--- src/mul_config.svh ---
`ifndef MUL_CONFIG_SVH
`define MUL_CONFIG_SVH

// ########################################
// Multiplier sizing
// ########################################

`define MUL_XLEN     64  // Operand width
`define MUL_PP_NUM   33  // Radix-4 digits over XLEN+2 bits

// Accepting edge to done pulse, in cycles
`define MUL_LATENCY  4

`endif

--- src/booth_pkg.sv ---
`include "mul_config.svh"

package booth_pkg;

    // Radix-4 digit action on the multiplicand
    typedef enum logic [2:0] {
        ZERO,
        POS_X,
        POS_2X,
        NEG_X,
        NEG_2X
    } booth_op_e;

    // Operands after sign or zero extension
    typedef struct packed {
        logic [2*`MUL_XLEN-1:0]  mcand;   // Full product width
        logic [`MUL_XLEN+1:0]    mplier;  // Two guard bits
    } ext_op_t;

    // One partial product row
    typedef struct packed {
        logic [2*`MUL_XLEN-1:0]  bits;
        logic                    neg;  // +1 completing the inversion
    } pp_t;

    // The neg flags are summed at bit 0 of the product, not at the row offset.
    // Inverting the whole 128-bit shifted row makes that valid.

endpackage

--- src/booth_pp_gen.sv ---
`timescale 1ns/1ns
`include "mul_config.svh"

module booth_pp_gen (
    input  logic [2:0]              digit,
    input  logic [2*`MUL_XLEN-1:0]  x,
    output booth_pkg::pp_t          pp
);

    booth_pkg::booth_op_e       op;
    logic [2*`MUL_XLEN-1:0]     mag;

    // Triplet is {b[2i+1], b[2i], b[2i-1]}
    always_comb begin
        case (digit)
            3'b000, 3'b111: op = booth_pkg::ZERO;
            3'b001, 3'b010: op = booth_pkg::POS_X;
            3'b011:         op = booth_pkg::POS_2X;
            3'b100:         op = booth_pkg::NEG_2X;
            default:        op = booth_pkg::NEG_X;  // 101, 110
        endcase
    end

    always_comb begin
        case (op)
            booth_pkg::POS_X, booth_pkg::NEG_X:   mag = x;
            booth_pkg::POS_2X, booth_pkg::NEG_2X: mag = x << 1;
            default:                              mag = '0;
        endcase
    end

    always_comb begin
        if (op == booth_pkg::NEG_X || op == booth_pkg::NEG_2X) begin
            pp.bits = ~mag;
            pp.neg  = 1'b1;  // Completes two's complement
        end else begin
            pp.bits = mag;
            pp.neg  = 1'b0;
        end
    end

endmodule

--- config.mk ---
export PLATFORM = sky130hd
export DESIGN_NAME = booth_pp_gen
export DESIGN_NICKNAME = d
export VERILOG_FILES = /design/src/booth_pkg.sv /design/src/booth_pp_gen.sv
export VERILOG_INCLUDE_DIRS = /design/src
export SDC_FILE = /design/constraint.sdc
export NUM_CORES = 1
export LEC_CHECK = 0
export BUFFER_PORTS_ARGS = -buffer_cell sky130_fd_sc_hd__buf_2
export CORE_AREA = 4 4 99 101
export DETAILED_ROUTE_END_ITERATION = 12
export DIE_AREA = 0 0 103 105
export PLACE_DENSITY = 0.72
export REMOVE_ABC_BUFFERS = 1
export SYNTH_ARGS = -nofsm -noshare
export SYNTH_HDL_FRONTEND = slang
export SYNTH_SLANG_ARGS = --single-unit
--- constraint.sdc ---
create_clock -name vclk -period 2.3
set_input_delay 0.115 -clock vclk [all_inputs]
set_output_delay 0.115 -clock vclk [all_outputs]
set_load 0.01 [all_outputs]
==> results by group <==
Status
  – Run status: complete, no violations

Detailed routing
  – DR vias/cell: 5.07
  – Routed wire length per instance: 14.3 um
  – Vias after detailed routing: approximately 3,300
  – Post-route DRC: 0
  – DRT iter0 DRCs: 128
  – Pre-antenna DRT Iters: 5
  – Routed wire length: between 9 and 10 mm
  – DRT antenna net count: 0

Place
  – Pre-CTS setup slack: 0.334 ns
  – Dpl hpwl: about 7.6 mm
  – Placer Congestion: 0.870
  – Port Buf Inserts: 260

Timing
  – Minimum clock period: approximately 2.0 ns
  – Unrepaired setup endpoints after global routing: false
  – Final setup fails: 0
  – Final slew viol count: 0
  – Hold slack: 0.600 ns
  – Fmax: 0.506 GHz
  – Fin. Hold Viols: 0
  – Worst-margin pin slew: approximately 0.5 ns
  – Worst rel slew slack: approximately two thirds
  – Post-route setup slack: 0.322 ns
  – Final period util: about 86%
  – Setup TNS: 0 ns

Flow run
  – Max-Cap Viols: 0

Global route
  – First-pass GRT wire length: 13.8 mm
  – Pin count of the biggest net entering global routing: 129
  – GR Overflow Total: 0
  – Initial antenna violation count: 0
  – Vias in the first global route: 3,030
  – GR Util All Layers: between 10 and 15%

Floorplanning
  – Die width: 103 um
  – Starting Density: 27.4%
  – Die area: 10,800 um2
  – Core ar.: about 9000 um2
  – Die Height: 105 um
  – Num rows: 35
  – Ports: 260

Critical path
  – CP Class: in2out
  – CP startpoint kind: input port
  – CP max FO: 63
  – Worst Path Required: 2.18 ns
  – Worst Setup End Kind: primary output
  – Critical path arrival: 1.86 ns

Yosys
  – Top cell type's share of synthesized area: 45.4%
  – Register area share after synthesis: 0%
  – Syn. warnings: 0
  – Post-synthesis area per instance: ~7.9 um2
  – Synth area leaders: xnor2_1 45%, a22oi_1 39%, buf_6 5.9%
  – Post-synthesis cell type count: 15
  – Mapped Cells: ~310
  – Synth Cell Area: 2470 um2
  – Top-count cell post-synth: xnor2_1
  – Post-synth top cells: 128 x xnor2_1, 127 x a22oi_1, 13 x buf_6, 12 x buf_2, 10 x clkbuf_1
  – Area leader, netlist: xnor2_1

Cells and area
  – P&R area growth vs syn: 54.8%
  – Seq_cells: 0
  – Share of cells above drive strength 1: 50.8%
  – Register area: 0 um2
  – Footprint of the multi-input gates: 2210 um2
  – Clkbuf count: 0
  – Layout fillers: 902
  – Fin nets: 678
  – Diode count: 0

Pwr
  – VDD IR max: roughly 0.21 mV
  – PnR Total Power: 1740 uW
  – Pwr dens: 456 nW/um2
  – Static Leak: 0.00169 uW

Hold path
  – Worst hold path class: in2out

Clock tree
  – Post-CTS setup buffers: 0
  – CTS resizes: 0
  – Hold-fix buffers, CTS: 0
## cell type report
type                       count  share of cell area (%)
timing repair buffer         272                    38.4
tap                          111                    3.63
inverter                       2                   0.196
multi-input combinational    267                    57.8
## critical path, stage by stage
cell      delay (ns)
buf_2           0.10
inv_1           0.08
ha_1            0.26
nor3_1          0.20
nor2_1          0.09
o221ai_4        0.24
buf_12          0.36
xnor2_1         0.18
buf_2           0.16
## per-layer routing
| layer | GRT usage, % | up-vias | share of wire (%) |
|---|---|---|---|
| met2 | 28.3 | 174 | 52 |
| met5 | 0 | - | 0 |
| met1 | 17.3 | 1499 | 37 |
| met3 | 2.27 | 14 | 9.5 |
| li1 | - | 1620 | - |
| met4 | 1.76 | 0 | 1.3 |
## kinds of logic (layout without fill, tap and decap cells)
logic type	Yosys count	count (layout)	synth area share, %
adders and majority gates	4	4	2.03
xor gates and xnor gates	128	128	45.4
and+or+nand+nor	6	6	1.06
buffers and inverters	44	274	12.0
AOI/OAI and AO/OA	129	129	39.5
## power breakdown
| group | internal, uW | leakage [uW] | switching, uW |
|---|---|---|---|
| clock network | 0 | 0 | 0 |
| logic | 828 | 0.00169 | 914 |
| registers | 0 | 0 | 0 |
## stage by stage
| stage | std cells | area [um2] | utilization [%] |
|---|---|---|---|
| 6_report | 652 | 3820 | 42.4 |
| 4_1_cts | 652 | 3820 | 42.4 |
| 5_1_grt | 652 | 3820 | 42.4 |
| 3_5_place_dp | 652 | 3820 | 42.4 |
| 2_1_floorplan | 269 | 2180 | - |
| 3_3_place_gp | 652 | 3820 | 42.4 |
## placed cells by master (no fill, tap or decap)
cell type / instances
ha_1: 3
xnor2_1: 128
a22oi_1: 127
nor3_1: 1
o31ai_4: 1
nand2_1: 2
buf_12: 6
nand2b_1: 1
nor2_1: 2
buf_2: 260
ha_4: 1
o221ai_4: 1
buf_4: 6
inv_1: 2
## final timing paths
kind,start,to,cells after the start
setup / recovery,digit[0],pp[20],9
hold / removal,x[0],pp[1],4
(Power assumes the default switching activity.)
