==> config.mk <==
export PLATFORM = sky130hd
export DESIGN_NAME = mul_control
export DESIGN_NICKNAME = d
export VERILOG_FILES = /design/src/mul_pkg.sv /design/src/mul_control.sv
export VERILOG_INCLUDE_DIRS = /design/src
export SDC_FILE = /design/constraint.sdc
export NUM_CORES = 1
export LEC_CHECK = 0
export ABC_AREA = 1
export BUFFER_PORTS_ARGS = -buffer_cell sky130_fd_sc_hd__buf_2
export CAP_MARGIN = 5
export CORE_AREA = 2 2 39 41
export CTS_CLUSTER_SIZE = 25
export DETAILED_ROUTE_END_ITERATION = 6
export DIE_AREA = 0 0 41 43
export GPL_ROUTABILITY_DRIVEN = 1
export SETUP_SLACK_MARGIN = 0.02
export SLEW_MARGIN = 10
export SYNTH_ARGS = -nofsm -noshare
export SYNTH_HDL_FRONTEND = slang
export SYNTH_SLANG_ARGS = --single-unit
==> constraint.sdc <==
create_clock -name clk -period 1.07 [get_ports clk]
set_clock_uncertainty 0.2 [all_clocks]
set_input_delay 0 -clock clk [delete_from_list [all_inputs] [get_ports clk]]
set_output_delay 0 -clock clk [all_outputs]
set_load 0.05 [all_outputs]
==> src/mul_config.svh <==
`ifndef MUL_CONFIG_SVH
`define MUL_CONFIG_SVH

// ########################################
// Multiplier sizing
// ########################################

`define MUL_XLEN     64  // Operand width
`define MUL_PP_NUM   33  // Radix-4 digits over XLEN+2 bits

// Accepting edge to done pulse, in cycles
`define MUL_LATENCY  4

`endif

==> src/mul_pkg.sv <==
`include "mul_config.svh"

package mul_pkg;

    // ########################################
    // Request side
    // ########################################

    typedef enum logic [1:0] {
        MODE_UU  = 2'd0,  // Unsigned x unsigned
        MODE_SU  = 2'd1,  // Signed x unsigned
        MODE_SS  = 2'd2,  // Signed x signed
        MODE_RSV = 2'd3   // Reserved, zero product
    } mul_mode_e;

    typedef struct packed {
        mul_mode_e             mode;
        logic [`MUL_XLEN-1:0]  multiplicand;
        logic [`MUL_XLEN-1:0]  multiplier;
    } mul_req_t;

    // ########################################
    // Control and result
    // ########################################

    typedef enum logic [2:0] {IDLE, STAGE1, STAGE2, STAGE3, DONE} mul_state_e;

    typedef struct packed {
        logic [`MUL_XLEN-1:0]  hi;
        logic [`MUL_XLEN-1:0]  lo;
    } mul_rsp_t;

endpackage

==> src/mul_control.sv <==
`timescale 1ns/1ns

module mul_control (
    input  logic clk,
    input  logic rst,
    input  logic valid_in,
    output logic accept,
    output logic valid_out
);

    mul_pkg::mul_state_e state;
    mul_pkg::mul_state_e state_nxt;

    // Requests outside IDLE are dropped
    assign accept = valid_in && (state == mul_pkg::IDLE);

    always_comb begin
        case (state)
            mul_pkg::IDLE:   state_nxt = accept ? mul_pkg::STAGE1 : mul_pkg::IDLE;
            mul_pkg::STAGE1: state_nxt = mul_pkg::STAGE2;  // Partial products
            mul_pkg::STAGE2: state_nxt = mul_pkg::STAGE3;  // Column mid-stage
            mul_pkg::STAGE3: state_nxt = mul_pkg::DONE;    // Adder rows
            mul_pkg::DONE:   state_nxt = mul_pkg::IDLE;
            default:         state_nxt = mul_pkg::IDLE;
        endcase
    end

    always_ff @(posedge clk or posedge rst) begin
        if (rst) begin
            state     <= mul_pkg::IDLE;
            valid_out <= 1'b0;
        end else begin
            state     <= state_nxt;
            valid_out <= (state == mul_pkg::DONE);  // Lines up with rsp update
        end
    end

endmodule

==> results.py <==
metrics = {
    "status": {
        "outcome": "complete, but fails checks",
        "failed_checks": "hold timing, setup timing",
    },
    "sta": {
        "fin_ws_ns": -0.197,
        "fin_crit_sh_pct": 118,
        "setup_viol": 2,
        "holdWs_ns": -0.0125,
        "rsz0062_at_grt": "yes",
        "tightestPinTransition_ns": 0.249,
        "period_minus_slack_ns": 1.27,
        "maxSlewHeadroom_pct": 83.5,
        "hold_viol_final": 4,
        "slew_viol_final": 0,
        "fmax_ghz": 0.789,
    },
    "global_routing": {
        "grt_pass1_vias": 202,
        "grt_max_degree": 5,
        "use_met3_pct": 4.71,
        "gr-total-overflow": 0,
        "met2_usage_pct": 10.3,
        "grt_antenna_before_repair": 0,
        "grt_usage_pct": 6.75,
        "grt-busiest-layer": "met2",
        "grt_pass1_wl_um": 676,
        "grt_use_met1_pct": 4.23,
    },
    "yosys": {
        "synth_top_area_cell": "dfrtp_1",
        "yosys-top-cells-count": "nor2_1 (6), dfrtp_1 (4), inv_1 (4), nand2_1 (4), nor2_2 (1)",
        "synth_ff_type": "dfrtp_1",
        "synth.top_cell.area_share_pct": 63.0,
        "synthTopCellsByArea": "dfrtp_1 (63%), nor2_1 (14%), inv_1 (9.4%), nand2_1 (9.4%), nor2_2 (3.9%)",
        "syn_area_per_cell_um2": 8.36,
        "synth_seq_cells": 4,
        "yosys_warnings": 0,
        "ys_seq_area_share_pct": 63.0,
        "synth_nets": 22,
        "synth_area_um2": 159,
        "synthArstFlopShare_pct": 100,
        "synth_cell_types": 5,
        "synth_cells": 19,
        "yosysMostFrequentCell": "nor2_1",
        "synth_edf_count": 0,
    },
    "placed_design": {
        "dp.cells": 44,
        "port_buffers": 4,
        "gp_congestion": 0.540,
        "hpwlAfterDp_um": 258,
    },
    "cells_and_area": {
        "synthToLayoutAreaGrowth_pct": 110,
        "fin_cells": 52,
        "nFillCells": 162,
        "drive_above_1_share_pct": 58.3,
        "multi_input_comb_area_um2": 58.8,
        "num-nets-final": 41,
        "diodes": 0,
        "post-route-util_pct": 24.1,
        "regArea_um2": 100,
    },
    "die": {
        "die_x_um": 41,
        "die_area_mm2": 0.00176,
        "die_h_um": 43,
        "start_util_pct": 11.5,
        "pin_count": 5,
        "placement_rows": 14,
        "core_mm2": 0.00138,
    },
    "worst_hold_path": {
        "hold_class": "input pin to async pin",
    },
    "critical_path": {
        "r2r_setup_slack_ns": -0.19,
        "reg2reg_to": "valid_out",
        "crit_arrival_ns": 1.07,
        "cp_data_required_time_ns": 0.87,
        "critPathMaxFanout": 2,
        "r2r_cells": 6,
        "r2r-start": "state[0]",
        "end_kind": "output pin",
        "critPathKind": "flip-flop to output pin",
        "startpoint_type": "flip-flop",
    },
    "routing": {
        "drcViolationCount": 0,
        "drt_first_pass_iters": 1,
        "wl_per_cell_um": 8.02,
        "wirelength_um": 417,
        "vias": 179,
        "detail_route.iter0.violations": 0,
        "ant_nets": 0,
        "routed_via_density": 3.44,
    },
    "cts": {
        "clk_latency_ns": 0.23,
        "cts.sinks": 4,
        "cts_hold_buf": 2,
        "htreeDepth": 1,
        "cts_tree": "built",
        "path_clk_slew_ns": 0.04,
        "cts_buffers": 3,
        "clockBufferDepth": 2,
        "clockRootBuffer": "clkbuf_4",
    },
    "run": {
        "drv_cap": 0,
    },
    "power": {
        "leakage_nw": 0.179,
        "power.density_mw_per_mm2": 3190,
        "irDropWorstVdd_mv": 0.484,
    },
}
## critical path, stage by stage, from the launching register on
cell and delay, ns:
dfrtp_1 0.38, nor2_2 0.15, inv_2 0.07, nor2_4 0.09, buf_8 0.15
## cell families after synthesis
logic type | share of synthesized area, %
DFF | 63.0
and+or+nand+nor | 27.6
buffers and inverters | 9.45
## cell type report
class                      instances  area share, %
sequential                         4           30.0
inverter                           4           4.49
tap                               16           5.99
clock buffer                       3           6.74
timing repair buffer              14           35.2
multi-input combinational         11           17.6
## worst max path at each step
stage	to	start	cells past startpoint	slack [ns]
detailed placement	accept	state[0]	4	-0.04
finish	accept	state[0]	4	-0.20
CTS	accept	state[1]	4	-0.20
global route	accept	state[0]	4	-0.24
global placement	accept	state[0]	4	-0.02
floorplan	accept	state[0]	3	0.04
## metrics by stage
| stage | setup TNS [ns] | area, µm² | power [mW] | setup WS (ns) |
|---|---|---|---|---|
| floorplan | 0 | 166 | 0.480 | 0.0405 |
| global placement | -0.0164 | 244 | 0.666 | -0.0164 |
| detailed placement | -0.0434 | 244 | 0.676 | -0.0401 |
| CTS | -0.452 | 343 | 1.12 | -0.198 |
| global route | -0.463 | 334 | 1.15 | -0.245 |
| finish | -0.390 | 334 | 1.07 | -0.197 |
## sequential cells by signal, indices dropped and copies added (netlist names)
signal and cells:
state 3, valid_out 1
## timing repair
action,CTS,global route
gates resized for setup,9,3
cloned,0,0
endpoints found under the hold margin,5,2
endpoints found under the setup margin,2,4
pin swaps,3,3
setup buffers,4,3
## power breakdown
part	internal (mW)	switching (mW)	leakage (nW)
registers	0.217	0.0335	0.0512
logic	0.330	0.302	0.114
clock network	0.125	0.0576	0.0138
## layout by cell type, fill, tap and decap left out, drive strengths merged
master	instances
nand2	4
dlygate4sd3	2
nor2	7
inv	4
clkbuf	3
dfrtp	4
buf	12
## layer usage
layer / routed length [µm] / vias up
li1: - / 87
met1: 126 / 88
met2: 258 / 4
met3: 32 / 0
met4: 0 / 0
met5: 0 / -
Note: power is estimated with default switching activity, not from simulation.
