### config.mk
export PLATFORM = sky130hd
export DESIGN_NAME = mul_final_add
export DESIGN_NICKNAME = d
export VERILOG_FILES = /design/src/mul_pkg.sv /design/src/mul_final_add.sv
export VERILOG_INCLUDE_DIRS = /design/src
export SDC_FILE = /design/constraint.sdc
export NUM_CORES = 1
export LEC_CHECK = 0
export BUFFER_PORTS_ARGS = -buffer_cell sky130_fd_sc_hd__buf_2
export CORE_ASPECT_RATIO = 0.75
export CORE_MARGIN = 3
export CORE_UTILIZATION = 55
export CTS_BUF_LIST = sky130_fd_sc_hd__clkbuf_2
export CTS_CLUSTER_SIZE = 24
export DETAILED_ROUTE_END_ITERATION = 6
export HOLD_SLACK_MARGIN = 0.1
export PLACE_DENSITY = 0.87
export SYNTH_ARGS = -nofsm -noshare
export SYNTH_HDL_FRONTEND = slang
export SYNTH_SLANG_ARGS = --single-unit
export TNS_END_PERCENT = 10
### constraint.sdc
create_clock -name clk -period 33.3 [get_ports clk]
set_clock_uncertainty 0.15 [all_clocks]
set_input_delay 6.66 -clock clk [delete_from_list [all_inputs] [get_ports clk]]
set_output_delay 6.66 -clock clk [all_outputs]
set_load 0.01 [all_outputs]
### src/mul_config.svh
`ifndef MUL_CONFIG_SVH
`define MUL_CONFIG_SVH

// ########################################
// Multiplier sizing
// ########################################

`define MUL_XLEN     64  // Operand width
`define MUL_PP_NUM   33  // Radix-4 digits over XLEN+2 bits

// Accepting edge to done pulse, in cycles
`define MUL_LATENCY  4

`endif

### src/mul_pkg.sv
`include "mul_config.svh"

package mul_pkg;

    // ########################################
    // Request side
    // ########################################

    typedef enum logic [1:0] {
        MODE_UU  = 2'd0,  // Unsigned x unsigned
        MODE_SU  = 2'd1,  // Signed x unsigned
        MODE_SS  = 2'd2,  // Signed x signed
        MODE_RSV = 2'd3   // Reserved, zero product
    } mul_mode_e;

    typedef struct packed {
        mul_mode_e             mode;
        logic [`MUL_XLEN-1:0]  multiplicand;
        logic [`MUL_XLEN-1:0]  multiplier;
    } mul_req_t;

    // ########################################
    // Control and result
    // ########################################

    typedef enum logic [2:0] {IDLE, STAGE1, STAGE2, STAGE3, DONE} mul_state_e;

    typedef struct packed {
        logic [`MUL_XLEN-1:0]  hi;
        logic [`MUL_XLEN-1:0]  lo;
    } mul_rsp_t;

endpackage

### src/mul_final_add.sv
`timescale 1ns/1ns
`include "mul_config.svh"

module mul_final_add (
    input  logic                     clk,
    input  logic                     rst,
    input  logic [2*`MUL_XLEN-1:0]   col_sum,
    input  logic [2*`MUL_XLEN-1:0]   col_carry,
    input  logic [1:0]               neg_tail,
    output mul_pkg::mul_rsp_t        rsp
);

    logic [2*`MUL_XLEN-1:0] row_a;
    logic [2*`MUL_XLEN-1:0] row_b;
    logic                   tail_q;
    logic [2*`MUL_XLEN-1:0] prod;

    // ########################################
    // Row register
    // ########################################

    always_ff @(posedge clk or posedge rst) begin
        if (rst) begin
            row_a  <= '0;
            row_b  <= '0;
            tail_q <= 1'b0;
        end else begin
            row_a  <= {col_carry[2*`MUL_XLEN-2:0], neg_tail[0]};  // Carries move up one
            row_b  <= col_sum;
            tail_q <= neg_tail[1];  // Last row's +1
        end
    end

    // ########################################
    // Carry-propagate add
    // ########################################

    assign prod = row_a + row_b + {{(2*`MUL_XLEN-1){1'b0}}, tail_q};

    always_ff @(posedge clk or posedge rst) begin
        if (rst) begin
            rsp <= '0;
        end else begin
            rsp <= mul_pkg::mul_rsp_t'(prod);
        end
    end

endmodule

==> insert_results.sql <==
INSERT INTO impl_metrics (metric_group, metric, value, unit) VALUES
('status', 'outcome', 'completed', ''),
('die', 'initial_core_util', '56.7', '%'),
('timing', 'final.period_utilization', '25.2', '%'),
('global_route', 'grt_antenna_before_repair', '3', ''),
('logic_synthesis', 'yosysSeqAreaShare', '53.4', '%'),
('clocking', 'cts_hold_buffers_added', '0', ''),
('setup_path', 'cp-start-kind', 'flip-flop', ''),
('route', 'drcViolationCount', '0', ''),
('clocking', 'h-tree-depth', '3', ''),
('clocking', 'clock_slew_seen_by_the_registers_of_the_worst_setup_and_hold_paths', '0.12', 'ns'),
('setup_path', 'critical_path_source', 'rsp[59]$_DFF_PP0_', ''),
('die', 'pin_count', '388', ''),
('finish', 'final_net_count', '2508', ''),
('placement', 'hpwl', '41600', 'um'),
('route', 'detailedRoute.firstIterationViolations', '1587', ''),
('logic_synthesis', 'most_common_flop_cell_mapped_by_yosys', 'dfrtp_1', ''),
('finish', 'mostFrequentLayoutCell', 'buf_2', ''),
('logic_synthesis', 'warnings_synthesis', '0', ''),
('timing', 'rsz0062_at_grt', 'false', ''),
('setup_path', 'path_max_fanout', '1', ''),
('clocking', 'max-clock-path-buffers', '3', ''),
('logic_synthesis', 'syn_nets', '2083', ''),
('timing', 'setup_viol', '0', ''),
('setup_path', 'timing_worst_setup_path_type', 'reg -> out', ''),
('clocking', 'cts.sink_count', '385', ''),
('logic_synthesis', 'ys_async_sr_fraction', '100', '%'),
('pwr', 'worst_ir_drop_vdd', '36.8', 'uV'),
('placement', 'routability_congestion', '0.997', ''),
('clocking', 'root_buffer', 'clkbuf_2', ''),
('finish', 'layout.filler_cells', '2427', ''),
('pwr', 'power_density', '53.0', 'nW/um^2'),
('finish', 'multi_input_comb_area', '8020', 'sq um'),
('finish', 'seq_area', '9630', 'sq um'),
('setup_path', 'crit-reg2reg-capture', 'rsp[116]$_DFF_PP0_', ''),
('setup_path', 'timing.reg2reg.worst_path_depth', '13', ''),
('timing', 'hold_viol_final', '0', ''),
('logic_synthesis', 'synth_top_area_cell', 'dfrtp_1', ''),
('clocking', 'post-cts-setup-buffers', '0', ''),
('global_route', 'grtUsageTotal', '30.0', '%'),
('timing', 'fin_tns_setup', '0', 'ns'),
('finish', 'drive_gt1_share', '25.5', '%'),
('timing', 'worst_pin_slew', '1.02', 'ns'),
('logic_synthesis', 'synthesis.instances', '1695', ''),
('run', 'maxCapViolations', '0', ''),
('setup_path', 'crit_buf_inv', '1', ''),
('route', 'via_to_cell_ratio', '5.87', ''),
('finish', 'flow.area_growth_from_synthesis', '17.4', '%'),
('timing', 'slew_headroom', '32.1', '%'),
('die', 'dieHeight', '163', 'um'),
('clocking', 'tritoncts.num_buffers', '90', ''),
('setup_path', 'r2r_slack', '28.23', 'ns'),
('global_route', 'gr-total-overflow', '0', ''),
('setup_path', 'critPathCaptureType', 'primary output', ''),
('route', 'detailedRoute.firstPassIterationCount', '5', ''),
('finish', 'layout.cells.most_common_list', 'buf_2 (386), dfrtp_1 (385), a21oi_1 (197), nand2_1 (152), ha_1 (126)', ''),
('global_route', 'grt_first_pass_wirelength', '82300', 'um'),
('logic_synthesis', 'edff_count_synth', '0', ''),
('clocking', 'clk_latency', '1.03', 'ns'),
('hold_path', 'hold_path_class', 'reg -> reg', ''),
('setup_path', 'crit_arrival', '1.59', 'ns'),
('global_route', 'grt_start_max_net_pins', '92', ''),
('setup_path', 'r2r_start', 'row_a[0]$_DFF_PP0_', ''),
('logic_synthesis', 'synthDistinctLibCells', '67', ''),
('route', 'route.detailed.wl_per_inst', '20.5', 'um'),
('setup_path', 'worst-path-stages', '1', ''),
('finish', 'final_core_util', '66.5', '%'),
('setup_path', 'max_stage_delay', '0.44', 'ns'),
('global_route', 'via_count_of_the_first_global_routing_pass', '15348', ''),
('clocking', 'tritoncts_clock_tree', 'built', ''),
('clocking', 'post_cts_resize_count', '0', ''),
('logic_synthesis', 'synth.area.top_cells', 'dfrtp_1 (53%), ha_1 (8.7%), a21oi_1 (5.5%)', '');
## cell type report
class | instances | share of cell area, %
well taps | 435 | 2.57
clock buffers | 123 | 2.91
diodes | 3 | 0.0355
flip-flops and latches | 385 | 45.5
multi-input cells | 1211 | 37.9
repair buffers | 390 | 9.27
inverters | 42 | 0.780
clock inverters | 27 | 1.02
## power breakdown
group | switching, uW | internal, uW
Clock | 184 | 130
Sequential | 19.4 | 517
Combinational | 169 | 102
Total | 373 | 749
## registers in the layout, summed over array words and instances (netlist names)
name    cells
row_b     128
row_a     128
tail_q      1
rsp       128
## metrics by stage
stage | hold WS, ns | instances | instance area [sq um] | setup slack [ns] | total power (uW)
after floorplan | 0.346 | 1695 | 18000 | 15.79 | 702
after global placement | 0.357 | 2463 | 20300 | 24.15 | 805
after detailed placement | 0.357 | 2463 | 20300 | 24.05 | 810
after CTS | 0.392 | 2613 | 21200 | 24.79 | 1130
after global routing | 0.417 | 2616 | 21200 | 24.80 | 1180
final | 0.394 | 2616 | 21200 | 24.90 | 1120
## kinds of logic after synthesis
logic type / count (synthesis) / share of synthesized area [%]
buffers and inverters: 99 / 2.10
AO/OA/AOI/OAI: 516 / 17.9
adder cells (fa/ha/maj): 128 / 8.96
AND/OR/NAND/NOR: 442 / 11.5
XOR/XNOR: 125 / 6.07
flip-flops: 385 / 53.4
## metal layers
metal	wire length, um	up-vias	part of all wire (%)	track usage, %
li1	-	6965	-	-
met1	22900	7426	43	42.3
met2	24400	852	46	46.5
met3	4730	123	8.8	6.84
met5	0	-	0	0
met4	1460	0	2.7	10.1
## Yosys cell counts, types with 3 or more instances
cell and count:
a21oi_1 197, clkbuf_1 51, nor3_1 31, xor2_1 50, and2_1 8, o211ai_1 6, a21o_1 43, a221oi_1 10
and3_1 8, or2_2 5, or4_1 3, o221ai_1 3, xnor2_1 75, a21oi_2 4, nand2b_1 13, nand3_1 19
dfrtp_1 385, a21boi_0 11, o31ai_1 5, o21ai_0 115, inv_1 42, nor2b_1 9, o21a_1 15, o41ai_1 3
a31oi_1 16, o21bai_1 41, o21ai_2 3, nor4_1 11, buf_2 6, nand4_1 62, nor2_1 108, ha_1 126
nand2_1 152, a211oi_1 11, o21ai_1 4
## worst min-delay path by stage
stage | end | cells after the start | slack [ns] | from
CTS | rsp[0]$_DFF_PP0_ | 1 | 0.39 | tail_q$_DFF_PP0_
detailed placement | rsp[0]$_DFF_PP0_ | 1 | 0.36 | tail_q$_DFF_PP0_
finish | rsp[0]$_DFF_PP0_ | 1 | 0.39 | tail_q$_DFF_PP0_
global placement | rsp[0]$_DFF_PP0_ | 1 | 0.36 | tail_q$_DFF_PP0_
floorplan | rsp[0]$_DFF_PP0_ | 1 | 0.35 | tail_q$_DFF_PP0_
global route | rsp[0]$_DFF_PP0_ | 1 | 0.42 | tail_q$_DFF_PP0_
Note: power is estimated with default switching activity, not from simulation.
