===== config.mk =====
export PLATFORM = sky130hd
export DESIGN_NAME = mul_operand_extend
export DESIGN_NICKNAME = d
export VERILOG_FILES = /design/src/mul_pkg.sv /design/src/booth_pkg.sv /design/src/mul_operand_extend.sv
export VERILOG_INCLUDE_DIRS = /design/src
export SDC_FILE = /design/constraint.sdc
export NUM_CORES = 1
export LEC_CHECK = 0
export ABC_AREA = 1
export BUFFER_PORTS_ARGS = -buffer_cell sky130_fd_sc_hd__buf_2
export CAP_MARGIN = 0
export CORE_AREA = 2 2 126 128
export CTS_BUF_LIST = sky130_fd_sc_hd__clkbuf_8
export DETAILED_ROUTE_END_ITERATION = 12
export DIE_AREA = 0 0 128 130
export PLACE_DENSITY = 0.77
export SLEW_MARGIN = 20
export SYNTH_ARGS = -nofsm -noshare
export SYNTH_HDL_FRONTEND = slang
export SYNTH_SLANG_ARGS = --single-unit

===== constraint.sdc =====
create_clock -name clk -period 3.7 [get_ports clk]
set_input_delay 0.37 -clock clk [delete_from_list [all_inputs] [get_ports clk]]
set_output_delay 0.37 -clock clk [all_outputs]
set_load 0.005 [all_outputs]

===== src/mul_config.svh =====
`ifndef MUL_CONFIG_SVH
`define MUL_CONFIG_SVH

// ########################################
// Multiplier sizing
// ########################################

`define MUL_XLEN     64  // Operand width
`define MUL_PP_NUM   33  // Radix-4 digits over XLEN+2 bits

// Accepting edge to done pulse, in cycles
`define MUL_LATENCY  4

`endif


===== src/mul_pkg.sv =====
`include "mul_config.svh"

package mul_pkg;

    // ########################################
    // Request side
    // ########################################

    typedef enum logic [1:0] {
        MODE_UU  = 2'd0,  // Unsigned x unsigned
        MODE_SU  = 2'd1,  // Signed x unsigned
        MODE_SS  = 2'd2,  // Signed x signed
        MODE_RSV = 2'd3   // Reserved, zero product
    } mul_mode_e;

    typedef struct packed {
        mul_mode_e             mode;
        logic [`MUL_XLEN-1:0]  multiplicand;
        logic [`MUL_XLEN-1:0]  multiplier;
    } mul_req_t;

    // ########################################
    // Control and result
    // ########################################

    typedef enum logic [2:0] {IDLE, STAGE1, STAGE2, STAGE3, DONE} mul_state_e;

    typedef struct packed {
        logic [`MUL_XLEN-1:0]  hi;
        logic [`MUL_XLEN-1:0]  lo;
    } mul_rsp_t;

endpackage


===== src/booth_pkg.sv =====
`include "mul_config.svh"

package booth_pkg;

    // Radix-4 digit action on the multiplicand
    typedef enum logic [2:0] {
        ZERO,
        POS_X,
        POS_2X,
        NEG_X,
        NEG_2X
    } booth_op_e;

    // Operands after sign or zero extension
    typedef struct packed {
        logic [2*`MUL_XLEN-1:0]  mcand;   // Full product width
        logic [`MUL_XLEN+1:0]    mplier;  // Two guard bits
    } ext_op_t;

    // One partial product row
    typedef struct packed {
        logic [2*`MUL_XLEN-1:0]  bits;
        logic                    neg;  // +1 completing the inversion
    } pp_t;

    // The neg flags are summed at bit 0 of the product, not at the row offset.
    // Inverting the whole 128-bit shifted row makes that valid.

endpackage


===== src/mul_operand_extend.sv =====
`timescale 1ns/1ns
`include "mul_config.svh"

module mul_operand_extend (
    input  logic                clk,
    input  logic                rst,
    input  logic                accept,
    input  mul_pkg::mul_req_t   req,
    output booth_pkg::ext_op_t  ext
);

    mul_pkg::mul_req_t req_q;

    logic a_sign;
    logic b_sign;

    always_ff @(posedge clk or posedge rst) begin
        if (rst) begin
            req_q <= '0;
        end else if (accept) begin
            req_q <= req;
        end
    end

    assign a_sign = req_q.multiplicand[`MUL_XLEN-1];
    assign b_sign = req_q.multiplier[`MUL_XLEN-1];

    always_comb begin
        case (req_q.mode)
            mul_pkg::MODE_UU: begin
                ext.mcand  = {{`MUL_XLEN{1'b0}}, req_q.multiplicand};
                ext.mplier = {2'b00, req_q.multiplier};
            end
            mul_pkg::MODE_SU: begin
                ext.mcand  = {{`MUL_XLEN{a_sign}}, req_q.multiplicand};
                ext.mplier = {2'b00, req_q.multiplier};  // Multiplier stays unsigned
            end
            mul_pkg::MODE_SS: begin
                ext.mcand  = {{`MUL_XLEN{a_sign}}, req_q.multiplicand};
                ext.mplier = {{2{b_sign}}, req_q.multiplier};
            end
            default: begin
                ext.mcand  = '0;  // Reserved mode
                ext.mplier = '0;
            end
        endcase
    end

endmodule


==> out/metrics.cfg, run 1 <==
[yosys]
yosysWarnings=0
syn-instance-count=762
seq_area_frac_synth_pct=52.0
synthXorXnorAreaFrac_pct=0
ys_seq_elements=130
synth_area_leaders=dfrtp_1 52%, buf_4 8.2%, nand2_1 8.0%, inv_1 7.9%, nor2_1 7.8%
synth_area_per_cell_um2=8.22
yosysTopAreaCell=dfrtp_1
synthesis.nets=895
muxShareOfSynthArea_pct=0
synth_area_um2=6260
synth_top_family_by_area=buffers and inverters
synthAdderAreaFrac_pct=0
synth_top_cell_area_share_pct=52.0
synth_compound_area_share_pct=10.5
synth.distinct_cells=15
synthSimpleGateAreaFrac_pct=15.8

[cts]
cts_tree=built
path_clk_slew_ps=70
cts_buffer_depth=2
htree_levels=4
cts_root_buf=clkbuf_8
post-cts-setup-buffers=0
cts-buffers-inserted=17
hold_buffers=0
cts_resized=0
clock-sinks=130
clock_latency_ps=420

[cells_and_area]
antennaDiodeCount=0
n_fill_cell=1451
drive_gt1_share_pct=35.9
nNetsFinal=1137
area_growth_pct=23.1

[global_route]
grt-ovfl-total=0
grt_max_degree=131
grt.total_usage_pct=18.2
grt_pass1_wl_um=23300
antenna_found_initial=0
grt_pass1_vias=4677

[setup_path]
crit_path_max_fanout=64
end_kind=output pin
crit_path_start_kind=flip-flop
r2r-end=req_q[82]$_DFFE_PP0P_
ff2ff_setup_slack_ps=2970
r2r-start=req_q[82]$_DFFE_PP0P_
worstPathArrival_ps=2110
required_ps=3330
r2r_cells=2
worstSetupPathType=flip-flop to output pin

[sta]
hold_viol_final=0
period_share_pct=67.0
fmax_mhz=403
setup_slack_ps=1220
fin_skew_ps=0
tightest_slew_ps=923
fin_setup_tns_ps=0
setup_viol=0
rsz0062_at_grt=false
relSlewSlack_pct=38.5
post-route-min-period_ps=2480
final-max-slew-violation-count=0

[routing]
wirelength_met1_um=6120
wl_met3_um=1060
drc=0
wl_met2_um=7760
antenna_left=0
route.vias.total=5334
drt_iter0_drc=237
viasPerCell=4.41
drt_pass1_iterations=4
top_layer_used=met4
wl_per_cell_um=12.6
wl_um=15200

[run]
cap_violations=0

[die]
row_count=46
coreArea_um2=15400
start_util_pct=40.6
chipWidth_um=128
die_h_um=130
io_pins=327
dieArea_um2=16600

[power]
leakagePower_nw=4.50
pwr_density_cell_nw_per_um2=441
ir_drop_mv=0.225

[placed_design]
dp_hpwl_um=11000
finalWeightedCongestion=0.813
pre_cts_ws_ps=1650
portBuffers=326

[min_path]
min_path_type=input port to asynchronous set/reset pin

[outcome]
status=finished clean

==> synth_stat cells <==
library cell,count
nand2_1,133
buf_12,11
clkbuf_2,1
o21ai_0,81
clkbuf_1,12
buf_4,68
buf_6,1
buf_8,1
o21ai_2,1
inv_1,132
buf_2,12
o21ai_1,48
inv_2,1
nor2_1,130
dfrtp_1,130
==> cell type report <==
cell class	instances	area, um^2	area share (%)
Multi-Input combinational cell	393	1650	21.4
Clock inverter	13	110	1.43
Sequential cell	130	3250	42.2
Inverter	133	508	6.59
Timing Repair Buffer	329	1690	21.9
Tap cell	192	240	3.12
Clock buffer	19	262	3.39
==> where the power goes <==
part | leakage (nW) | internal (mW) | switching, mW | total (mW)
clock | 0.191 | 0.564 | 0.572 | 1.14
sequential | 1.58 | 1.55 | 0.0359 | 1.58
combinational | 2.73 | 0.294 | 0.388 | 0.682
==> flip-flops by register name, indices dropped and copies added, names as in the netlist <==
signal and cells:
b_sign 1, a_sign 1, req_q 128
==> cells by family after synthesis <==
family                 count (synthesis)
AOI/OAI and AO/OA                    130
buffers and inverters                239
DFF                                  130
and+or+nand+nor                      263
==> stage by stage <==
step | cell area (um^2) | hold slack [ps] | utilization [%] | std cells | total power [mW]
2_1_floorplan | 6260 | 469 | - | 762 | 2.08
3_3_place_gp | 7330 | 487 | 47.5 | 1177 | 2.29
3_5_place_dp | 7340 | 494 | 47.6 | 1177 | 2.30
4_1_cts | 7710 | 101 | 50.0 | 1209 | 3.45
5_1_grt | 7710 | 111 | 50.0 | 1209 | 3.61
6_report | 7710 | 121 | 50.0 | 1209 | 3.40
==> critical path, cell delays in order, from the launching register on <==
cell	delay [ps]
dfrtp_1	410
nand2_1	170
nand2_1	130
nor2_4	700
buf_2	250
==> how the worst max path moves through the flow <==
stage | startpoint | depth (start not counted) | end
floorplan | req_q[129]$_DFFE_PP0P_ | 4 | ext[131]
global placement | req_q[129]$_DFFE_PP0P_ | 4 | ext[58]
detailed placement | req_q[129]$_DFFE_PP0P_ | 4 | ext[130]
CTS | req_q[129]$_DFFE_PP0P_ | 4 | ext[130]
global route | req_q[129]$_DFFE_PP0P_ | 4 | ext[161]
finish | req_q[129]$_DFFE_PP0P_ | 4 | ext[145]
==> cell usage in the layout, fill, tap and decap left out <==
master,instances
clkinv_4,3
buf_6,1
buf_2,325
dfrtp_1,130
o21ai_0,81
nor2_1,129
clkinv_2,6
nand2_1,133
clkbuf_8,19
inv_1,131
o21ai_2,1
inv_6,2
buf_12,2
buf_4,1
nor2_4,1
bufinv_16,1
clkinvlp_4,3
o21ai_1,48
==> layer usage <==
metal / GRT usage (%) / vias up
met5: 0 / -
met4: 6.66 / 0
met3: 5.66 / 24
met2: 31.8 / 227
met1: 21.1 / 2403
li1: - / 2680
(Power assumes the default switching activity.)
==> run 2, diff against run 1 <==
ABC_AREA = 0   (was 1)
PLACE_DENSITY = 0.73   (was 0.77)
clock period = 2.5 ns   (was 3.7 ns; I/O delays follow)
==> out/metrics.cfg, run 2 <==
[cts]
clock-sinks=130  ; unchanged
cts_resized=0  ; unchanged
hold_buffers=0  ; unchanged
cts-buffers-inserted=17  ; unchanged
cts_buffer_depth=2  ; unchanged
post-cts-setup-buffers=0  ; unchanged
cts_tree=built
htree_levels=4  ; unchanged
cts_root_buf=clkbuf_8
clock_latency_ps=410  ; about the same
path_clk_slew_ps=80  ; about the same

[setup_path]
r2r_cells=1  ; -1
crit_path_start_kind=flip-flop
required_ps=2250  ; -1080 ps
worstPathArrival_ps=1750  ; -360 ps
end_kind=output pin
path_cells=nand2_4 -> buf_4 -> and2_1 -> buf_2
max_stage_delay_ps=440  ; -260 ps
crit_path_max_fanout=37  ; -42%
worstSetupPathType=flip-flop to output pin
cp_slowest_cell=dfrtp_1

[cells_and_area]
regMostFlops=req_q
final_common_cell=buf_2
drive_gt1_share_pct=65.2  ; +29 points
nNetsFinal=879  ; -23%
largest_register_ffs=128  ; unchanged
area_growth_pct=27.6
layout_common_cells=325 x buf_2, 130 x mux2_2, 130 x dfrtp_1, 129 x and2_1, 19 x clkbuf_8

[power]
p_int_mw=3.92  ; +63%
p_comb_share_pct=21.6  ; +1.5 points
p_seq_share_pct=45.2  ; -1.3 points
switching_share_pct=26.8  ; -2.5 points
clockPowerShare_pct=33.3  ; about the same
p_total_mw=5.35  ; +57%
pwr_density_cell_nw_per_um2=674  ; +53%
p_sw_mw=1.43  ; +44%
ir_drop_mv=0.471  ; +110%
leakagePower_nw=4.02  ; -11%

[global_route]
grt_pass1_vias=4227  ; -9.6%
grt_pass1_wl_um=21100  ; -9.4%
antenna_found_initial=1  ; +1
grt.total_usage_pct=16.4  ; -1.7 points
grt-ovfl-total=0  ; unchanged
grt_max_degree=131  ; unchanged

[yosys]
syn-instance-count=486  ; -36%
synth_flop_cell=dfrtp_1
yosysTopAreaCell=dfrtp_1
synthesis.nets=619  ; -31%
synth.distinct_cells=11  ; -4
synth_common_cells=130 x dfrtp_1, 130 x mux2_2, 129 x and2_1
synth_area_um2=6220  ; -0.68%
ys_seq_elements=130  ; unchanged
synth_area_per_cell_um2=12.8  ; +56%
synth_edf_count=0  ; unchanged
async_flop_share_pct=100  ; unchanged
seq_area_frac_synth_pct=52.3  ; +0.36 points
yosysWarnings=0  ; unchanged
synth_top_cell_area_share_pct=52.3  ; +0.36 points
synth_area_leaders=dfrtp_1 52%, mux2_2 24%, and2_1 13%, buf_4 7.8%, buf_6 1.8%

[placed_design]
finalWeightedCongestion=0.768  ; -5.6%
portBuffers=326  ; unchanged
dp_hpwl_um=10100  ; -8.2%

[die]
chipWidth_um=128  ; unchanged
dieArea_um2=16600  ; unchanged
start_util_pct=40.3  ; -0.28 points
die_h_um=130  ; unchanged
row_count=46  ; unchanged
coreArea_um2=15400  ; unchanged
io_pins=327  ; unchanged

[sta]
final-max-slew-violation-count=0  ; unchanged
hold_viol_final=0  ; unchanged
setup_viol=0  ; unchanged
period_share_pct=79.9
tightest_slew_ps=698  ; -225 ps
relSlewSlack_pct=53.5  ; +15 points
fin_setup_tns_ps=0  ; unchanged
fin_skew_ps=0  ; unchanged
rsz0062_at_grt=false
fmax_mhz=501
post-route-min-period_ps=2000

[min_path]
min_path_type=input port to asynchronous set/reset pin

[routing]
wl_um=13900  ; -8.6%
viasPerCell=4.59  ; +4.0%
drt_pass1_iterations=4  ; unchanged
route.vias.total=4373  ; -18%
drc=0  ; unchanged
wl_per_cell_um=14.6  ; +16%
drt_iter0_drc=96  ; -59%
antenna_left=0  ; unchanged

[run]
cap_violations=0  ; unchanged

[outcome]
status=finished clean

## run 2: changes by cell type after synthesis, sizes merged
cell / before / now
nor2: 130 / 1
buf: 93 / 80
nand2: 133 / 2
inv: 133 / 1
and2: 0 / 129
xor2: 0 / 1
mux2: 0 / 130
clkbuf: 13 / 12
o21ai: 130 / 0
## run 2: per-layer routing
layer	track usage (%)	share of wire, %	up-vias
met5	0	0.13	-
met4	7.11	1.4	2
met3	6.23	9.0	14
met2	27.5	50	209
met1	19.0	39	2095
li1	-	-	2053
## run 2: cell families after synthesis
group / Yosys count / synth area share [%]
muxes: 130 / 23.5
DFF: 130 / 52.3
and+or+nand+nor: 132 / 13.2
xor gates and xnor gates: 1 / 0.141
buffers and inverters: 93 / 10.8
## run 2: final cells by class
cell class	count	area, um^2
inverter	1	7.51
multi-input combinational	263	2300
antenna	2	5.00
tap	192	240
clock inverter	13	135
clock buffer	19	262
sequential	130	3250
fill	1415	7490
timing repair buffer	333	1740
## run 2: power by group through the flow
stage / clock network (mW) / registers, mW / logic (mW)
after floorplan: 0 / 2.41 / 0.850
after global placement: 0 / 2.45 / 1.16
after detailed placement: 0 / 2.46 / 1.17
after CTS: 1.85 / 2.42 / 1.18
after global routing: 1.95 / 2.44 / 1.30
final: 1.78 / 2.42 / 1.15
## run 2: final timing paths
path,startpoint,end,slack (ps)
max reg2reg,req_q[128]$_DFFE_PP0P_,req_q[128]$_DFFE_PP0P_,1670
min in group clk,req[116],req_q[116]$_DFFE_PP0P_,50
max,req_q[129]$_DFFE_PP0P_,ext[13],500
min,rst,req_q[73]$_DFFE_PP0P_,30
min reg2reg,req_q[29]$_DFFE_PP0P_,req_q[29]$_DFFE_PP0P_,500
max in group asynchronous,rst,b_sign$_DFFE_PP0P_,1960
## run 2: per-stage QoR
step	hold WS [ps]	util [%]	instance area (um^2)	std cells	setup WS [ps]
finish	28.6	51.5	7940	953	504
global route	12.6	51.4	7930	951	331
CTS	11.3	51.4	7930	951	456
detailed placement	485	48.9	7540	919	948
global placement	480	48.9	7540	919	989
floorplan	402	-	6220	486	274
## run 2: worst max-delay path, delay by kind of cell (launching register included)
family	cells	cell delay, ps
DFF	1	440
buffers and inverters	2	440
and+or+nand+nor	2	420
