$ cat src/mul_config.svh
`ifndef MUL_CONFIG_SVH
`define MUL_CONFIG_SVH

// ########################################
// Multiplier sizing
// ########################################

`define MUL_XLEN     64  // Operand width
`define MUL_PP_NUM   33  // Radix-4 digits over XLEN+2 bits

// Accepting edge to done pulse, in cycles
`define MUL_LATENCY  4

`endif

$ cat src/csa_column.sv
`timescale 1ns/1ns
`include "mul_config.svh"

module csa_column (
    input  logic                    clk,
    input  logic                    rst,
    input  logic [`MUL_PP_NUM-1:0]  pp_bits,
    input  logic [10:0]             cin_l1,
    input  logic [6:0]              cin_l2,
    input  logic [4:0]              cin_l3,
    input  logic [2:0]              cin_l4,
    input  logic [1:0]              cin_l5,
    input  logic [1:0]              cin_l6,
    input  logic [0:0]              cin_l7,
    input  logic [0:0]              cin_l8,
    output logic [10:0]             cout_l1,
    output logic [6:0]              cout_l2,
    output logic [4:0]              cout_l3,
    output logic [2:0]              cout_l4,
    output logic [1:0]              cout_l5,
    output logic [1:0]              cout_l6,
    output logic [0:0]              cout_l7,
    output logic [0:0]              cout_l8,
    output logic                    sum,
    output logic                    carry
);

    logic [10:0] s1;
    logic [21:0] r1;
    logic [6:0]  s2;
    logic [14:0] r2;
    logic [4:0]  s3;
    logic [9:0]  r3;
    logic [2:0]  s4;
    logic [6:0]  r4;
    logic [6:0]  r4_q;
    logic [1:0]  s5;
    logic [4:0]  r5;
    logic [1:0]  s6;
    logic [3:0]  r6;
    logic        s7;
    logic [2:0]  r7;
    logic        s8;

    // 3:2 counter, returns {carry, sum}
    function automatic logic [1:0] fa(input logic a, input logic b, input logic c);
        fa = {(a & b) | (a & c) | (b & c), a ^ b ^ c};
    endfunction

    // ########################################
    // Levels 1 to 4, 33 -> 7
    // ########################################

    always_comb begin
        for (int i = 0; i < 11; i++) begin
            {cout_l1[i], s1[i]} = fa(pp_bits[3*i], pp_bits[3*i+1], pp_bits[3*i+2]);
        end
        r1 = {cin_l1, s1};
        for (int i = 0; i < 7; i++) begin
            {cout_l2[i], s2[i]} = fa(r1[3*i], r1[3*i+1], r1[3*i+2]);
        end
        r2 = {cin_l2, r1[21], s2};  // One bit passes
        for (int i = 0; i < 5; i++) begin
            {cout_l3[i], s3[i]} = fa(r2[3*i], r2[3*i+1], r2[3*i+2]);
        end
        r3 = {cin_l3, s3};
        for (int i = 0; i < 3; i++) begin
            {cout_l4[i], s4[i]} = fa(r3[3*i], r3[3*i+1], r3[3*i+2]);
        end
        r4 = {cin_l4, r3[9], s4};
    end

    // Mid-stage, same cut in every column
    always_ff @(posedge clk or posedge rst) begin
        if (rst) begin
            r4_q <= '0;
        end else begin
            r4_q <= r4;
        end
    end

    // ########################################
    // Levels 5 to 8, 7 -> 2
    // ########################################

    always_comb begin
        for (int i = 0; i < 2; i++) begin
            {cout_l5[i], s5[i]} = fa(r4_q[3*i], r4_q[3*i+1], r4_q[3*i+2]);
        end
        r5 = {cin_l5, r4_q[6], s5};
        {cout_l6[0], s6[0]} = fa(r5[0], r5[1], r5[2]);
        {cout_l6[1], s6[1]} = fa(r5[3], r5[4], 1'b0);  // Only two bits left
        r6 = {cin_l6, s6};
        {cout_l7, s7} = fa(r6[0], r6[1], r6[2]);
        r7 = {cin_l7, r6[3], s7};
        {cout_l8, s8} = fa(r7[0], r7[1], r7[2]);
    end

    // Fold the last incoming carry so carry has weight j+1
    assign sum   = s8 ^ cin_l8[0];
    assign carry = s8 & cin_l8[0];

endmodule

$ cat config.mk
export PLATFORM = sky130hd
export DESIGN_NAME = csa_column
export DESIGN_NICKNAME = d
export VERILOG_FILES = /design/src/csa_column.sv
export VERILOG_INCLUDE_DIRS = /design/src
export SDC_FILE = /design/constraint.sdc
export NUM_CORES = 1
export LEC_CHECK = 0
export BUFFER_PORTS_ARGS = -buffer_cell sky130_fd_sc_hd__clkbuf_2
export CAP_MARGIN = 20
export CORE_UTILIZATION = 30
export DETAILED_ROUTE_END_ITERATION = 8
export PLACE_DENSITY = 0.67
export RECOVER_POWER = 100
export SLEW_MARGIN = 15
export SYNTH_ARGS = -nofsm -noshare
export SYNTH_HDL_FRONTEND = slang
export SYNTH_SLANG_ARGS = --single-unit
$ cat constraint.sdc
create_clock -name clk -period 4.7 [get_ports clk]
set_clock_uncertainty 0.1 [all_clocks]
set_input_delay 0.94 -clock clk [delete_from_list [all_inputs] [get_ports clk]]
set_output_delay 0.94 -clock clk [all_outputs]
set_load 0.05 [all_outputs]
==> results of run 1 <==
area by class of cell:
class                      count  area [um2]  share of cell area
tap                           46        57.6              0.0354
timing repair buffer         100         457               0.281
inverter                      71         267               0.164
sequential                     7         175               0.108
clock buffer                   4        26.3              0.0161
multi-input combinational     33         646               0.397
path summary, 6_finish.rpt:
path,endpoint,from,depth (start not counted)
max in group asynchronous,r4_q[1],rst,2
worst max-delay path,carry,r4_q[0],8
min in group clk,r4_q[4],cin_l4[0],1
worst min-delay path,r4_q[5],rst,2
through the flow:
step / area (um2) / worst slack, ns / std cells / hold WS (ns)
after detailed placement: 1650 / 0.283 / 257 / 0.771
after floorplan: 1090 / 0.451 / 111 / 0.643
after global placement: 1650 / 0.302 / 257 / 0.756
final: 1630 / 0.296 / 261 / 0.494
after CTS: 1670 / 0.281 / 261 / 0.497
after global routing: 1630 / 0.184 / 261 / 0.503
worst max-delay path, stage by stage, from the launching register on:
cell,delay (ns)
dfrtp_1,0.39
fa_1,0.53
inv_1,0.05
fa_1,0.50
inv_1,0.05
fa_1,0.48
fa_1,0.51
ha_1,0.14
clkbuf_1,0.46
power by group through the flow:
stage	Sequential, W	Combinational, W	Clock (W)
after floorplan	0.0000785	0.000511	0
after global placement	0.0000795	0.000614	0
after detailed placement	0.0000798	0.000623	0
after CTS	0.0000788	0.000624	0.0000570
after global routing	0.0000795	0.000659	0.0000610
final	0.0000784	0.000594	0.0000539
kinds of logic (layout without fill, tap and decap cells):
| kind of cell | Yosys count | in the layout | synth area share |
|---|---|---|---|
| adder cells (fa/ha/maj) | 33 | 33 | 0.594 |
| flip-flops | 7 | 7 | 0.161 |
| buffers and inverters | 71 | 175 | 0.245 |
synth_stat cells:
| cell type | count |
|---|---|
| fa_1 | 31 |
| inv_1 | 71 |
| ha_1 | 2 |
| dfrtp_1 | 7 |
metal layers:
metal	share of wire	vias to the layer above	global-route usage	wire length [um]
met3	0.14	0	0.0478	302
met2	0.55	64	0.268	1190
li1	-	472	-	-
met5	0	-	0	0
met4	0	0	0.0349	0
met1	0.32	455	0.124	691
==> flow_metrics.env, run 1 <==
export IMPL_yosysUniqueCellTypes=4
export IMPL_p_int_w=0.000249
export IMPL_cts_tree="yes"
export IMPL_critPathKind="reg2out"
export IMPL_powerDensity_nw_per_um2=446
export IMPL_num_nets_final=316
export IMPL_path_clk_slew_ns=0.05
export IMPL_p_comb_frac=0.818
export IMPL_viasPerCell=3.80
export IMPL_syn_instance_count=111
export IMPL_clock_sinks=7
export IMPL_clock_root_buffer="clkbuf_4"
export IMPL_ir_worst_vdd_mv=0.320
export IMPL_antenna_left=0
export IMPL_syn_nets=211
export IMPL_final_core_util=0.477
export IMPL_drive_above_1_share=0.316
export IMPL_leakagePower_nw=1.03
export IMPL_syn_area_um2=1090
export IMPL_mostFrequentLayoutCells="inv_1 (71), clkbuf_2 (65), clkbuf_1 (36)"
export IMPL_synth_area_leaders="fa_1 (57%), inv_1 (25%), dfrtp_1 (16%), ha_1 (2.3%)"
export IMPL_fin_crit_ns=4.40
export IMPL_swShare=0.657
export IMPL_grt_overflow=0
export IMPL_synth_area_per_cell_um2=9.80
export IMPL_period_share=0.937
export IMPL_grt_max_degree=8
export IMPL_cts_buffers=3
export IMPL_slew_headroom=0.583
export IMPL_power_share_clock=0.074
export IMPL_synth_top_area_share=0.571
export IMPL_cp_max_fo=1
export IMPL_die_h_um=62.2
export IMPL_cap_violations=0
export IMPL_critPathLaunchType="register"
export IMPL_cts_setup_buffers=0
export IMPL_dieArea_um2=3870
export IMPL_wl_per_cell_um=8.38
export IMPL_drc=0
export IMPL_worst_pin_slew_ns=0.629
export IMPL_io_buffers=100
export IMPL_cts_buffer_depth=2
export IMPL_postRouteWirelength_mm=2.19
export IMPL_antenna_found_initial=0
export IMPL_dp_hpwl_mm=2.15
export IMPL_track_usage=0.133
export IMPL_drt_first_iter_violations=9
export IMPL_std_cell_rows=21
export IMPL_insertedDiodeCount=0
export IMPL_ys_ff_latch=7
export IMPL_finalSetupViolations=0
export IMPL_hold_viol_final=0
export IMPL_post_cts_resized=0
export IMPL_firstDrtPassIters=3
export IMPL_core_um2=3420
export IMPL_htree_levels=1
export IMPL_seqPwrFrac=0.108
export IMPL_gp_congestion=0.710
export IMPL_grt_pass1_vias=1068
export IMPL_switchingPower_w=0.000477
export IMPL_finalPower_w=0.000726
export IMPL_vias=991
export IMPL_cp_arrival_ns=3.36
export IMPL_final_common_cell="inv_1"
export IMPL_rsz0062_at_grt="no"
export IMPL_fmax_mhz=227
export IMPL_required_ns=3.66
export IMPL_fillers=365
export IMPL_tns_ns=0
export IMPL_io_pins=101
export IMPL_hold_path_class="in2async"
export IMPL_drv_slew=0
export IMPL_reg_largest_list="r4_q: 7 flops"
export IMPL_regMostFlops="r4_q"
export IMPL_cts_hold_buffers_added=0
export IMPL_seq_area_frac_synth=0.161
export IMPL_critPathCaptureType="output port"
export IMPL_status="finished clean"
export IMPL_largest_reg_flops=7
export IMPL_die_x_um=62.2
export IMPL_grt_pass1_wl_mm=4.08
export IMPL_synth_warnings=0
export IMPL_yosysTopAreaCell="fa_1"
export IMPL_start_util=0.318
export IMPL_syn2layout_area_growth_pct=49.7
No activity file was read; power rests on OpenSTA's default activity.
==> run 2, diff against run 1 <==
--- a/config.mk
+++ b/config.mk
@@ -6,7 +6,7 @@
 export SDC_FILE = /design/constraint.sdc
 export NUM_CORES = 1
 export LEC_CHECK = 0
-export BUFFER_PORTS_ARGS = -buffer_cell sky130_fd_sc_hd__clkbuf_2
+export BUFFER_PORTS_ARGS = -buffer_cell sky130_fd_sc_hd__buf_2
 export CAP_MARGIN = 20
 export CORE_UTILIZATION = 30
 export DETAILED_ROUTE_END_ITERATION = 8
==> constraint.sdc (replaced) <==
create_clock -name clk -period 4.7 [get_ports clk]
set_clock_uncertainty 0.1 [all_clocks]
set_input_delay 0.94 -clock clk [delete_from_list [all_inputs] [get_ports clk]]
set_output_delay 0.94 -clock clk [all_outputs]
set_load 0.1 [all_outputs]
==> run 2 against run 1 <==
- clock power decreased by 3%
- critical endpoint is now cout_l4[0]
- die area did not move
- via count is 0.10% lower
- count of clock-buffer cells in the layout stayed put
- setup slack worse by 0.12 ns
- global-route usage fell by 0.18 points
==> flow_metrics.env, run 2 (synthesis results as in run 1) <==
export IMPL_whs_ns=0.517
export IMPL_required_ns=3.66
export IMPL_worst_pin_slew_ns=1.20
export IMPL_drt_first_iter_violations=8
export IMPL_regMostFlops="r4_q"
export IMPL_viasPerCell=3.79
export IMPL_cap_violations=0
export IMPL_drv_slew=0
export IMPL_period_share=0.962
export IMPL_post_cts_resized=0
export IMPL_std_cell_rows=21
export IMPL_final_core_util=0.478
export IMPL_dpl_cell_area_um2=1650
export IMPL_critPathKind="in2out"
export IMPL_drc=0
export IMPL_power_share_clock=0.049
export IMPL_num_nets_final=316
export IMPL_fillers=364
export IMPL_dieArea_um2=3870
export IMPL_final_common_cell="inv_1"
export IMPL_antenna_left=0
export IMPL_slowest_stage="fa_1"
export IMPL_cts_hold_buffers_added=0
export IMPL_track_usage=0.132
export IMPL_firstDrtPassIters=4
export IMPL_worstPathCellList="buf_2 -> inv_1 -> fa_1 -> fa_1 -> inv_1 -> fa_1 -> fa_1 -> clkbuf_2"
export IMPL_ff_latch_area_um2=175
export IMPL_critPathLaunchType="input pin"
export IMPL_postRouteWirelength_mm=2.25
export IMPL_reg_largest_list="r4_q: 7 flops"
export IMPL_clock_sinks=7
export IMPL_insertedDiodeCount=0
export IMPL_die_h_um=62.2
export IMPL_seqPwrFrac=0.074
export IMPL_clock_root_buffer="clkbuf_4"
export IMPL_cts_buffer_depth=2
export IMPL_htree_levels=1
export IMPL_grt_max_degree=8
export IMPL_io_buffers=100
export IMPL_antenna_found_initial=0
export IMPL_fin_crit_ns=4.52
export IMPL_cts_buffers=3
export IMPL_gp_congestion=0.709
export IMPL_finalSetupViolations=0
export IMPL_crit_path_frequent_cell="fa_1"
export IMPL_leakagePower_nw=1.03
export IMPL_path_clk_slew_ns=0.05
export IMPL_cp_max_fo=1
export IMPL_p_int_w=0.000254
export IMPL_mostFrequentLayoutCells="inv_1 (71), buf_2 (64), clkbuf_1 (32)"
export IMPL_ir_worst_vdd_mv=0.404
export IMPL_status="finished clean"
export IMPL_start_util=0.318
export IMPL_drive_above_1_share=0.335
export IMPL_grt_overflow=0
export IMPL_cp_arrival_ns=3.48
export IMPL_stdcell_area_um2=1630
export IMPL_syn2layout_area_growth_pct=50.2
export IMPL_tns_ns=0
export IMPL_grt_pass1_wl_mm=4.04
export IMPL_p_comb_frac=0.876
export IMPL_wl_per_cell_um=8.61
export IMPL_largest_reg_flops=7
export IMPL_powerDensity_nw_per_um2=648
export IMPL_hold_viol_final=0
export IMPL_dp_hpwl_mm=2.21
export IMPL_hold_path_class="in2async"
export IMPL_fmax_mhz=221
export IMPL_slew_headroom=0.203
export IMPL_io_pins=101
export IMPL_rsz0062_at_grt="no"
export IMPL_cts_setup_buffers=0
export IMPL_vias=990
export IMPL_die_x_um=62.2
export IMPL_slowest_delay_ns=0.57
export IMPL_grt_pass1_vias=1054
export IMPL_cts_tree="yes"
export IMPL_core_um2=3420
export IMPL_critPathCaptureType="output port"
export IMPL_switchingPower_w=0.000804
export IMPL_multi_input_area_um2=646
export IMPL_swShare=0.760
export IMPL_finalPower_w=0.00106
[run 2: cell count changes in the layout (fill, tap and decap cells not counted)]
cell | before | now
clkbuf_2 | 65 | 5
buf_2 | 0 | 64
clkbuf_1 | 36 | 32
[run 2: final cells by class]
type / instances / area share
clock buffers: 4 / 0.0161
flip-flops and latches: 7 / 0.107
repair buffers: 100 / 0.283
well taps: 46 / 0.0352
inverters: 71 / 0.163
multi-input cells: 33 / 0.395
[run 2: path summary, 6_finish.rpt]
path,cells after the start,end,slack (ns),start
max,8,cout_l4[0],0.18,pp_bits[15]
min,2,r4_q[5],0.52,rst
max in group asynchronous,2,r4_q[1],3.77,rst
min in group clk,1,r4_q[5],0.71,cin_l4[1]
[run 2: critical path, delay by kind of cell]
| family | cells | cell delay [ns] |
|---|---|---|
| adders and majority gates | 4 | 1.99 |
| buffers and inverters | 4 | 0.56 |
[run 2: power by group through the flow]
stage	Clock (W)	Combinational, W	Sequential, W
2_1_floorplan	0	0.000840	0.0000785
3_5_place_dp	0	0.000949	0.0000802
3_3_place_gp	0	0.000935	0.0000795
4_1_cts	0.0000560	0.000950	0.0000791
6_report	0.0000522	0.000927	0.0000785
5_1_grt	0.0000619	0.000986	0.0000795
[run 2: metal layers]
| layer | wire length (um) | track usage | up-vias |
|---|---|---|---|
| li1 | - | - | 473 |
| met1 | 722 | 0.127 | 453 |
| met2 | 1250 | 0.262 | 64 |
| met3 | 275 | 0.0423 | 0 |
| met4 | 0 | 0.0349 | 0 |
| met5 | 0 | 0 | - |
[run 2: stage by stage]
step | cells | worst slack, ns
CTS | 261 | 0.207
floorplan | 111 | 0.224
finish | 261 | 0.177
global placement | 257 | 0.256
global route | 261 | 0.0956
detailed placement | 257 | 0.243
